## src/source/lsu_pkg.sv

```systemverilog
`default_nettype none

package lsu_pkg;

   // datapath and address width, one word
   localparam int grlen = 32;

   // bytes per word, also the write strobe width
   localparam int word_bytes = 4;

   // register number width
   localparam int reg_addr_w = 5;

   // accesses that can wait for data at once
   localparam int queue_depth = 4;

   // queue pointer and occupancy widths
   localparam int queue_ptr_w = $clog2(queue_depth);
   localparam int queue_cnt_w = $clog2(queue_depth + 1);

   // operations accepted from the execute stage
   typedef enum logic [3:0] {
      op_ld_b  = 4'h0,
      op_ld_bu = 4'h1,
      op_ld_h  = 4'h2,
      op_ld_hu = 4'h3,
      op_ld_w  = 4'h4,
      op_st_b  = 4'h5,
      op_st_h  = 4'h6,
      op_st_w  = 4'h7,
      op_ll_w  = 4'h8,
      op_sc_w  = 4'h9,
      op_preld = 4'ha
   } lsu_op_e;

   // access width
   typedef enum logic [1:0] {
      size_byte = 2'd0,
      size_half = 2'd1,
      size_word = 2'd2
   } access_size_e;

   // what the result side needs of one accepted access
   typedef struct packed {
      access_size_e                size;
      logic                        zero_ext;
      // loads, ll and preld
      logic                        is_load;
      logic [1:0]                  byte_offset;
      logic [reg_addr_w-1:0]       rd;
      logic                        wen;
   } pending_entry_t;

endpackage

`default_nettype wire

```

## src/source/lsu_request.sv

```systemverilog
`timescale 1ns/100ps
`default_nettype none

module lsu_request (
   input  logic                         valid,
   input  lsu_pkg::lsu_op_e             lsu_op,
   input  logic [lsu_pkg::grlen-1:0]    base,
   input  logic [lsu_pkg::grlen-1:0]    offset,
   input  logic [lsu_pkg::grlen-1:0]    wdata,
   input  logic [lsu_pkg::reg_addr_w-1:0] ecl_lsu_rd_e,
   input  logic                         ecl_lsu_wen_e,
   input  logic                         full,
   input  logic                         data_addr_ok,
   output logic                         data_req,
   output logic                         data_wr,
   output logic                         data_prefetch,
   output logic                         data_ll,
   output logic                         data_sc,
   output logic [lsu_pkg::grlen-1:0]    data_addr,
   output logic [lsu_pkg::grlen-1:0]    data_wdata,
   output logic [lsu_pkg::word_bytes-1:0] data_wstrb,
   output logic                         lsu_addr_finish,
   output logic                         push,
   output lsu_pkg::pending_entry_t      push_entry
);

   lsu_pkg::access_size_e     size;
   logic                      zero_ext;
   logic                      is_load;
   logic                      is_store;
   logic [lsu_pkg::grlen-1:0] addr;
   logic                      accept;

   // one decode of the operation
   always_comb begin
      size = lsu_pkg::size_word;
      zero_ext = 1'b0;
      is_load = 1'b0;
      is_store = 1'b0;
      case (lsu_op)
         lsu_pkg::op_ld_b: begin
            size = lsu_pkg::size_byte;
            is_load = 1'b1;
         end
         lsu_pkg::op_ld_bu: begin
            size = lsu_pkg::size_byte;
            zero_ext = 1'b1;
            is_load = 1'b1;
         end
         lsu_pkg::op_ld_h: begin
            size = lsu_pkg::size_half;
            is_load = 1'b1;
         end
         lsu_pkg::op_ld_hu: begin
            size = lsu_pkg::size_half;
            zero_ext = 1'b1;
            is_load = 1'b1;
         end
         lsu_pkg::op_ld_w, lsu_pkg::op_ll_w: is_load = 1'b1;
         lsu_pkg::op_st_b: begin
            size = lsu_pkg::size_byte;
            is_store = 1'b1;
         end
         lsu_pkg::op_st_h: begin
            size = lsu_pkg::size_half;
            is_store = 1'b1;
         end
         lsu_pkg::op_st_w, lsu_pkg::op_sc_w: is_store = 1'b1;
         // prefetch behaves as a byte load
         lsu_pkg::op_preld: begin
            size = lsu_pkg::size_byte;
            is_load = 1'b1;
         end
         default: ;
      endcase
   end

   assign addr = base + offset;

   // strobes and lane replication, zero for anything but a write
   always_comb begin
      data_wstrb = '0;
      data_wdata = '0;
      if (is_store) begin
         case (size)
            lsu_pkg::size_byte: begin
               data_wstrb = 4'b0001 << addr[1:0];
               data_wdata = {4{wdata[7:0]}};
            end
            lsu_pkg::size_half: begin
               data_wstrb = 4'b0011 << addr[1:0];
               data_wdata = {2{wdata[15:0]}};
            end
            default: begin
               data_wstrb = 4'b1111;
               data_wdata = wdata;
            end
         endcase
      end
   end

   assign data_req      = valid && !full;
   assign data_addr     = addr;
   assign data_wr       = is_store;
   assign data_prefetch = lsu_op == lsu_pkg::op_preld;
   assign data_ll       = lsu_op == lsu_pkg::op_ll_w;
   assign data_sc       = lsu_op == lsu_pkg::op_sc_w;

   // accepted in the cycle memory takes the address
   assign accept          = data_req && data_addr_ok;
   assign lsu_addr_finish = accept;
   assign push            = accept;

   assign push_entry.size        = size;
   assign push_entry.zero_ext    = zero_ext;
   assign push_entry.is_load     = is_load;
   assign push_entry.byte_offset = addr[1:0];
   assign push_entry.rd          = ecl_lsu_rd_e;
   assign push_entry.wen         = ecl_lsu_wen_e;

endmodule

`default_nettype wire

```

## src/source/lsu_pending_queue.sv

```systemverilog
`timescale 1ns/100ps
`default_nettype none

module lsu_pending_queue (
   input  logic                    clk,
   input  logic                    reset,
   input  logic                    push,
   input  lsu_pkg::pending_entry_t push_entry,
   input  logic                    pop,
   output logic                    full,
   output logic                    not_empty,
   output lsu_pkg::pending_entry_t head_entry
);

   lsu_pkg::pending_entry_t             entries [lsu_pkg::queue_depth];
   logic [lsu_pkg::queue_ptr_w-1:0]     rd_ptr;
   logic [lsu_pkg::queue_ptr_w-1:0]     wr_ptr;
   logic [lsu_pkg::queue_cnt_w-1:0]     count;
   logic                                do_push;
   logic                                do_pop;

   assign full      = count == lsu_pkg::queue_cnt_w'(lsu_pkg::queue_depth);
   assign not_empty = count != '0;

   // a full queue still takes a push when the head leaves in the same cycle
   assign do_pop  = pop && not_empty;
   assign do_push = push && (!full || do_pop);

   // payload storage
   always_ff @(posedge clk) begin
      if (do_push) begin
         entries[wr_ptr] <= push_entry;
      end
   end

   always_ff @(posedge clk) begin
      if (reset) begin
         rd_ptr <= '0;
         wr_ptr <= '0;
         count  <= '0;
      end else begin
         if (do_push) begin
            if (wr_ptr == lsu_pkg::queue_ptr_w'(lsu_pkg::queue_depth - 1)) begin
               wr_ptr <= '0;
            end else begin
               wr_ptr <= wr_ptr + 1'b1;
            end
         end
         if (do_pop) begin
            if (rd_ptr == lsu_pkg::queue_ptr_w'(lsu_pkg::queue_depth - 1)) begin
               rd_ptr <= '0;
            end else begin
               rd_ptr <= rd_ptr + 1'b1;
            end
         end
         if (do_push && !do_pop) begin
            count <= count + 1'b1;
         end else if (do_pop && !do_push) begin
            count <= count - 1'b1;
         end
      end
   end

   // oldest access, read straight from storage
   assign head_entry = entries[rd_ptr];

endmodule

`default_nettype wire

```

## src/source/lsu_load_align.sv

```systemverilog
`timescale 1ns/100ps
`default_nettype none

module lsu_load_align (
   input  lsu_pkg::pending_entry_t          head_entry,
   input  logic [lsu_pkg::grlen-1:0]        data_rdata,
   input  logic                             data_scsucceed,
   output logic [lsu_pkg::grlen-1:0]        read_result_m,
   output logic [lsu_pkg::reg_addr_w-1:0]   lsu_ecl_rd_m,
   output logic                             lsu_ecl_wen_m
);

   logic [lsu_pkg::grlen-1:0] lane_shifted;
   logic [7:0]                lane_byte;
   logic [15:0]               lane_half;
   logic                      byte_sign;
   logic                      half_sign;

   // move the addressed lane down to bit 0
   assign lane_shifted = data_rdata >> {head_entry.byte_offset, 3'b000};
   assign lane_byte    = lane_shifted[7:0];
   assign lane_half    = lane_shifted[15:0];

   // sign bit, or zero for unsigned loads
   assign byte_sign = lane_byte[7] && !head_entry.zero_ext;
   assign half_sign = lane_half[15] && !head_entry.zero_ext;

   always_comb begin
      if (head_entry.is_load) begin
         case (head_entry.size)
            lsu_pkg::size_byte: begin
               read_result_m = {{(lsu_pkg::grlen - 8){byte_sign}}, lane_byte};
            end
            lsu_pkg::size_half: begin
               read_result_m = {{(lsu_pkg::grlen - 16){half_sign}}, lane_half};
            end
            default: begin
               read_result_m = data_rdata;
            end
         endcase
      end else begin
         // stores and sc report only the sc outcome
         read_result_m = {{(lsu_pkg::grlen - 1){1'b0}}, data_scsucceed};
      end
   end

   assign lsu_ecl_rd_m  = head_entry.rd;
   assign lsu_ecl_wen_m = head_entry.wen;

endmodule

`default_nettype wire

```

## src/source/lsu_top.sv

```systemverilog
`timescale 1ns/100ps
`default_nettype none

module lsu_top (
   input  logic                             clk,
   input  logic                             reset,

   // execute stage
   input  logic                             valid,
   input  lsu_pkg::lsu_op_e                 lsu_op,
   input  logic [lsu_pkg::grlen-1:0]        base,
   input  logic [lsu_pkg::grlen-1:0]        offset,
   input  logic [lsu_pkg::grlen-1:0]        wdata,
   input  logic [lsu_pkg::reg_addr_w-1:0]   ecl_lsu_rd_e,
   input  logic                             ecl_lsu_wen_e,

   // memory request side
   output logic                             data_req,
   output logic                             data_wr,
   output logic                             data_prefetch,
   output logic                             data_ll,
   output logic                             data_sc,
   output logic                             data_recv,
   output logic [lsu_pkg::grlen-1:0]        data_addr,
   output logic [lsu_pkg::grlen-1:0]        data_wdata,
   output logic [lsu_pkg::word_bytes-1:0]   data_wstrb,
   input  logic                             data_addr_ok,

   // memory return side
   input  logic                             data_data_ok,
   input  logic                             data_scsucceed,
   input  logic [lsu_pkg::grlen-1:0]        data_rdata,

   // to the result stage
   output logic                             lsu_addr_finish,
   output logic                             lsu_rdata_valid_m,
   output logic                             lsu_ecl_wen_m,
   output logic [lsu_pkg::grlen-1:0]        read_result_m,
   output logic [lsu_pkg::reg_addr_w-1:0]   lsu_ecl_rd_m
);

   logic                    full;
   logic                    push;
   lsu_pkg::pending_entry_t push_entry;
   lsu_pkg::pending_entry_t head_entry;

   lsu_request u_request (
      .valid           (valid),
      .lsu_op          (lsu_op),
      .base            (base),
      .offset          (offset),
      .wdata           (wdata),
      .ecl_lsu_rd_e    (ecl_lsu_rd_e),
      .ecl_lsu_wen_e   (ecl_lsu_wen_e),
      .full            (full),
      .data_addr_ok    (data_addr_ok),
      .data_req        (data_req),
      .data_wr         (data_wr),
      .data_prefetch   (data_prefetch),
      .data_ll         (data_ll),
      .data_sc         (data_sc),
      .data_addr       (data_addr),
      .data_wdata      (data_wdata),
      .data_wstrb      (data_wstrb),
      .lsu_addr_finish (lsu_addr_finish),
      .push            (push),
      .push_entry      (push_entry)
   );

   // every data_data_ok retires the oldest access
   lsu_pending_queue u_queue (
      .clk        (clk),
      .reset      (reset),
      .push       (push),
      .push_entry (push_entry),
      .pop        (data_data_ok),
      .full       (full),
      .not_empty  (data_recv),
      .head_entry (head_entry)
   );

   lsu_load_align u_align (
      .head_entry     (head_entry),
      .data_rdata     (data_rdata),
      .data_scsucceed (data_scsucceed),
      .read_result_m  (read_result_m),
      .lsu_ecl_rd_m   (lsu_ecl_rd_m),
      .lsu_ecl_wen_m  (lsu_ecl_wen_m)
   );

   assign lsu_rdata_valid_m = data_data_ok;

endmodule

`default_nettype wire

```

## config.mk

```make
export PLATFORM = sky130hd
export DESIGN_NAME = lsu_top
export DESIGN_NICKNAME = d
export VERILOG_FILES = /design/src/source/lsu_pkg.sv /design/src/source/lsu_request.sv /design/src/source/lsu_pending_queue.sv /design/src/source/lsu_load_align.sv /design/src/source/lsu_top.sv
export SDC_FILE = /design/constraint.sdc
export NUM_CORES = 1
export LEC_CHECK = 0
export ABC_AREA = 1
export BUFFER_PORTS_ARGS = -buffer_cell sky130_fd_sc_hd__buf_4
export CAP_MARGIN = 20
export CORE_UTILIZATION = 53
export CTS_CLUSTER_DIAMETER = 60
export DETAILED_ROUTE_END_ITERATION = 6
export PLACE_DENSITY_LB_ADDON = 0.25
export SLEW_MARGIN = 15
export SYNTH_ARGS = -nofsm -noshare
export SYNTH_HDL_FRONTEND = slang
export SYNTH_SLANG_ARGS = --single-unit
```

## constraint.sdc

```tcl
create_clock -name clk -period 3.3 [get_ports clk]
set_input_delay 0.33 -clock clk [delete_from_list [all_inputs] [get_ports clk]]
set_output_delay 0.33 -clock clk [all_outputs]
set_load 0.1 [all_outputs]
```

==> results.md, run 1 <==
* CP top delay family: simple AND/OR/NAND/NOR gates
* Reg2reg start: u_queue.count[0]
* Die Wd at 107 um
* Hold Crit Depth at 1
* GPL Wtd Cong at 0.989
* Worst-Margin Slew at 0.503 ns
* First DRT Iteration DRCs at 533
* Max incr delay on CP at 0.54 ns
* Setup crit start kind: flip-flop
* Io pins at 258
* Wire per inst at 14.1 um
* Critical R2R Capture: u_queue.count[2]
* Post-synth top area cell: edfxtp_1
* Clock Skew at 0.00620 ns
* Post-CTS Resized at 0
* TritonCTS clock tree: done
* Synth Flop Type: edfxtp_1
* Share of layout cells above drive strength 1 at 29.4%
* Initial antenna violation count at 0
* Ranking of synthesized cells by area: edfxtp_1 25%, nand2_1 14%, nor2_1 9.4%
* Crit Path Category: reg -> out
* Synth cell count leaders: 226 x nand2_1, 146 x nor2_1, 107 x inv_1
* Worst path slowest cell: dfxtp_1
* Clk root buf: clkbuf_8
* Largest net degree at the start of global routing at 49
* Sequential area share after synthesis at 27.7%
* Number of synthesized flops with an enable pin at 48
* CTS Sinks at 57
* Clock transition at the registers of the reported paths at 0.06 ns
* Power per Cell Area at 791 nW/um^2
* CTS Hold Buffers Added at 0
* Worst VDD drop at 0.000759 V
* Net Count, Synth at 1080
* Area of the multi-input gates at 3800 sq um
* Post-layout util at 75.9%
* Dpl cell area at 8030 sq um
* Drt pass-1 iters at 6
* Final Instance Count excl. Fillers at 1295
* CTS Buf Count at 9
* Initial Util at 54.3%
* FILL cells at 916
* Peak Freq at 337 MHz
* Die Height at 107 um
* Cells after DPL at 1279
* Setup crit end kind: output port
* CP arrival at 2.63 ns
* Vias in the first global route at 6353
* Endpoints failing setup at 0
* Crit path cell chain: inv_6 -> nand2_1 -> nand3_1 -> nand2_2 -> inv_1 -> nand2_1 -> nand3_1 -> nand3_2 -> nand2_4 -> nor2_1 -> buf_4
* Crit Path Max Fanout at 24
* Synthesized cell area at 5860 sq um
* Syn. warnings at 0
* Die Area at 11500 sq um
* Total setup buffers inserted after CTS at 0
* Worst Setup EP: read_result_m[19]
* Number of vias per cell at 5.35
* Gate Count Post-Synth at 897
* Area delta synth->final at 39.8%
* Detailed-route via count at 6932
* H-Tree Depth at 3
* Congestion Overflow GR at 0
* Hold Crit Class: in -> reg
* Status: finished, final reports clean
* IO buf count at 257
* Fin crit period at 2.96 ns
* Final Cell Area at 8190 sq um
* Total power at 6480 uW
* HPWL after detailed placement at 14600 um
* Final hold vios at 0
* Sequential cell area at 1620 sq um
* Nets@finish at 1333
* First-pass GRT wire length at 28700 um
* Distinct cell type count after synthesis at 44
* Post-synth top area share at 24.6%
* DRC Markers at 0
* Period utilisation layout at 89.8%
* # rows at 38
* Max Cap Viol at 0
* WP data required at 2.97 ns
* FF-to-FF path depth at 11
* Clock Tree Buf Depth at 2
* Routed wire length at 18200 um
* Total GRT Usage at 31.3%
* Post-route ant nets at 0
* Async S/R FF share, synth at 0%
* Yosys reg bits at 57
* Leak pwr at 0.00417 uW
* Clk_lat worst skew at 0.34 ns
* Most frequent cell after synthesis: nand2_1
* Buf/Inv on CP at 3
* Mean Syn Cell Area at 6.53 sq um
* Unrepaired setup endpoints after global routing: no
* R2r setup slk at 1.09 ns
* Antenna diodes at 0
* Core Area at 10800 sq um
* Final Max Slew Viols at 0
* Slew headroom at 66.5%
* Stages on worst setup path at 11
==> power breakdown <==
group / total, uW / switching [uW] / internal [uW]
combinational: 5060 / 3960 / 1090
sequential: 885 / 39.4 / 845
clock: 537 / 271 / 266
total: 6480 / 4270 / 2210
==> cell usage in the layout (no fill, tap or decap), types with 3 or more instances in the layout <==
cell type,instances
nand2_2,5
inv_1,107
dfxtp_1,9
xor2_1,16
nand3_2,3
nand4_1,4
a21boi_0,3
o221ai_1,8
edfxtp_1,48
nand2_1,226
a21oi_4,7
nor2_1,130
o22ai_1,6
buf_4,269
nand3_1,60
a211oi_1,3
ha_1,37
clkbuf_8,9
nor3_1,7
o21bai_1,4
nor2_4,10
clkinv_2,4
o21a_1,3
xnor2_1,3
o21ai_0,79
nor2_2,18
a21oi_1,49
==> worst register-to-register path, stage by stage, from the launching register on <==
cell     delay (ns)
dfxtp_1        0.36
inv_1          0.10
a31oi_2        0.20
nand2_1        0.24
inv_1          0.11
ha_1           0.14
inv_1          0.06
fa_1           0.38
a21oi_1        0.15
o21ai_0        0.13
a21oi_1        0.15
o21a_1         0.12
==> layer usage <==
metal  share of wire, %  wire, um  vias to the layer above  track usage (%)
met5                  0         0                        -                0
met3                8.3      1510                       52             6.50
li1                   -         -                     3455                -
met2                 49      8990                      321             54.7
met1                 39      7130                     3104             37.2
met4                3.3       603                        0             13.0
==> metrics by stage <==
| stage | worst slack [ns] | hold WS (ns) | TNS (ns) |
|---|---|---|---|
| after global placement | 0.685 | 0.476 | 0 |
| after detailed placement | 0.628 | 0.489 | 0 |
| final | 0.336 | 0.194 | 0 |
| after CTS | 0.335 | 0.186 | 0 |
| after global routing | 0.152 | 0.184 | 0 |
| after floorplan | -0.216 | 0.408 | -0.484 |
==> sequential cells by signal, indices dropped and copies added, names as in the netlist, named ones only <==
register / flops
u_queue.rd_ptr: 2
u_queue.entries: 48
u_queue.wr_ptr: 2
u_queue.count: 3
==> logic make-up after synthesis <==
group / share of synthesized area (%)
adder cells (fa/ha/maj): 8.58
AO/OA/AOI/OAI: 16.4
buffers and inverters: 10.1
flip-flops: 27.7
XOR/XNOR: 2.84
AND/OR/NAND/NOR: 34.4
==> final cells by class <==
type | instances | share of cell area [%]
inverter | 110 | 5.10
clock inverter | 6 | 0.428
multi-input combinational | 703 | 46.3
tap | 140 | 2.14
clock buffer | 10 | 1.56
timing repair buffer | 269 | 24.6
sequential | 57 | 19.8
==> worst min-delay path by stage <==
stage,start,endpoint,slack (ns)
after global placement,u_queue.rd_ptr[1],u_queue.rd_ptr[1],0.48
final,ecl_lsu_rd_e[2],u_queue.entries[1][3],0.19
after detailed placement,u_queue.rd_ptr[1],u_queue.rd_ptr[1],0.49
after CTS,ecl_lsu_rd_e[2],u_queue.entries[2][3],0.19
after global routing,ecl_lsu_rd_e[1],u_queue.entries[0][2],0.18
after floorplan,reset,flip-flop,0.41
Note: power is estimated with default switching activity, not from simulation.
==> run 2, diff against run 1 <==
CAP_MARGIN = 30   (was 20)
REMOVE_ABC_BUFFERS = 1   (was not set)
==> run 2 against run 1 <==
Net effect:
- worst setup slack worse by 0.12 ns
- first-iteration DRC count down 16%
- clock skew up 0.0019 ns
- routed wire length down 1.0%
- largest power group unchanged
==> results.md, run 2 (same netlist as run 1, synthesis figures left out) <==
* Clock Skew at 0.00806 ns (was 0.00620 ns)
* Die Wd at 107 um (unchanged)
* Cells after DPL at 1279 (unchanged)
* Worst VDD drop at 0.00103 V (was 0.000759 V)
* CP dominant cell by count: nand3_2
* Post-route setup TNS at 0 ns (unchanged)
* Commonest cells after routing, fill and taps aside: 269 x buf_4, 226 x nand2_1, 146 x nor2_1 (was 269 x buf_4, 226 x nand2_1, 130 x nor2_1)
* FILL cells at 894 (was 916)
* First DRT Iteration DRCs at 448 (was 533)
* CP arrival at 2.75 ns (was 2.63 ns)
* Post-CTS Resized at 0 (unchanged)
* CTS Sinks at 57 (unchanged)
* GPL Wtd Cong at 0.953 (was 0.989)
* CP top delay family: simple AND/OR/NAND/NOR gates (unchanged)
* Comb power frac at 78.0% (was 78.1%)
* Buf/Inv on CP at 4 (was 3)
* Final Max Slew Viols at 0 (unchanged)
* Core Area at 10800 sq um (unchanged)
* Nets@finish at 1334 (was 1333)
* Crit Path Category: reg -> out (unchanged)
* Largest net degree at the start of global routing at 49 (unchanged)
* Clk network pwr share at 8.4% (was 8.3%)
* Number of vias per cell at 5.30 (was 5.35)
* Hold slack at 0.196 ns (was 0.194 ns)
* Period utilisation layout at 93.5% (was 89.8%)
* DRC Markers at 0 (unchanged)
* Drt pass-1 iters at 5 (was 6)
* Initial antenna violation count at 0 (unchanged)
* Total setup buffers inserted after CTS at 0 (unchanged)
* Share of layout cells above drive strength 1 at 26.9% (was 29.4%)
* Biggest register: u_queue.entries (unchanged)
* WP data required at 2.97 ns (about the same)
* Power per Cell Area at 801 nW/um^2 (was 791 nW/um^2)
* Setup crit end kind: output port (unchanged)
* Vias in the first global route at 6103 (was 6353)
* Sequential cell area at 1620 sq um (unchanged)
* # rows at 38 (unchanged)
* Max reg flops at 48 (unchanged)
* Post-route setup slack at 0.215 ns (was 0.336 ns)
* Congestion Overflow GR at 0 (unchanged)
* Fin crit period at 3.08 ns (was 2.96 ns)
* CTS Hold Buffers Added at 0 (unchanged)
* Detailed-route via count at 6863 (was 6932)
* Power Internal at 2220 uW (was 2210 uW)
* Max Cap Viol at 0 (unchanged)
* Wire per inst at 13.9 um (was 14.1 um)
* Endpoints failing setup at 0 (unchanged)
* Status: finished, final reports clean (unchanged)
* Final Instance Count excl. Fillers at 1296 (was 1295)
* Crit path cell chain: inv_1 -> nand3_1 -> nand2_2 -> inv_1 -> buf_4 -> nand3_2 -> nand3_2 -> nand3_2 -> nand2_4 -> nor2_1 -> buf_4 (was inv_6 -> nand2_1 -> nand3_1 -> nand2_2 -> inv_1 -> nand2_1 -> nand3_1 -> nand3_2 -> nand2_4 -> nor2_1 -> buf_4)
* Clock Tree Buf Depth at 2 (unchanged)
* Total GRT Usage at 30.5% (was 31.3%)
* CTS Buf Count at 9 (unchanged)
* IO buf count at 257 (unchanged)
* Switching power at 4230 uW (was 4270 uW)
* Hold Crit Class: in -> reg (unchanged)
* Setup crit start kind: flip-flop (unchanged)
* Clk root buf: clkbuf_8 (unchanged)
* Peak Freq at 324 MHz (was 337 MHz)
* Area delta synth->final at 37.4% (was 39.8%)
* Max incr delay on CP at 0.37 ns (was 0.54 ns)
* HPWL after detailed placement at 14400 um (was 14600 um)
* Initial Util at 54.3% (unchanged)
* Die Area at 11500 sq um (unchanged)
* Most common cell after layout, fill and taps aside: buf_4 (unchanged)
* Worst path slowest cell: inv_1 (was dfxtp_1)
* Worst-Margin Slew at 0.570 ns (was 0.503 ns)
* Final hold vios at 0 (unchanged)
* Routed wire length at 18000 um (was 18200 um)
* Unrepaired setup endpoints after global routing: no (unchanged)
* Crit Path Max Fanout at 18 (was 24)
* Antenna diodes at 0 (unchanged)
* Die Height at 107 um (unchanged)
* Slew headroom at 61.9% (was 66.5%)
* Post-route ant nets at 0 (unchanged)
* Top flop regs: u_queue.entries x48, u_queue.count x3 (unchanged)
* Net Sw Frac at 65.5% (was 66.0%)
* Area of the multi-input gates at 3640 sq um (was 3800 sq um)
* Pre-CTS WS at 0.277 ns (was 0.628 ns)
* First-pass GRT wire length at 27700 um (was 28700 um)
* Clk_lat worst skew at 0.33 ns (was 0.34 ns)
* Leak pwr at 0.00417 uW (about the same)
* Io pins at 258 (unchanged)
* TritonCTS clock tree: done (unchanged)
* H-Tree Depth at 3 (unchanged)
* Clock transition at the registers of the reported paths at 0.06 ns (about the same)
* Sequential share of power at 13.6% (was 13.7%)
run 2: cell types whose count changed in the layout (fill, tap and decap cells not counted):
cell and delta:
nor3_1 +2, a21oi_4 -7, nor2_2 -16, a21oi_1 +8, clkbuf_4 +1, clkbuf_8 +1, nor3_4 -2, nor2_1 +16
clkinv_2 -2, a31oi_1 +1, clkbuf_1 +2, a31oi_2 -1, clkinvlp_4 -1, a21oi_2 -1
run 2: final cells by class:
cell class,count,area share [%]
timing repair buffer,270,25.2
clock inverter,3,0.218
tap,140,2.18
inverter,110,5.19
sequential,57,20.1
clock buffer,13,1.85
multi-input combinational,703,45.3
run 2: path summary, 6_finish.rpt:
| kind | startpoint | end | slack, ns | depth (start not counted) |
|---|---|---|---|---|
| setup reg to reg | u_queue.count[0] | u_queue.count[2] | 1.06 | 11 |
| hold / removal | ecl_lsu_rd_e[1] | u_queue.entries[3][2] | 0.20 | 1 |
| setup / recovery | flip-flop | read_result_m[20] | 0.22 | 11 |
| hold reg to reg | u_queue.rd_ptr[0] | flip-flop | 0.52 | 2 |
run 2: through the flow:
step	power (uW)	utilization, %	cell area [sq um]
floorplan	4810	-	5680
global placement	5860	73.0	7880
detailed placement	5900	73.0	7880
CTS	6450	74.5	8050
global route	6760	74.6	8050
finish	6450	74.6	8050
run 2: power by group through the flow:
stage	Clock [uW]	Combinational [uW]	Sequential (uW)
final	545	5030	877
after CTS	556	5010	877
after global routing	587	5290	882
after global placement	0	4970	888
after floorplan	0	3910	905
after detailed placement	0	5010	891
run 2: routing by layer:
layer / GRT usage [%] / wire length [um] / up-vias
met5: 0 / 0 / -
met1: 37.1 / 7270 / 3021
li1: - / - / 3450
met4: 10.8 / 500 / 0
met2: 52.6 / 8710 / 352
met3: 6.93 / 1570 / 40
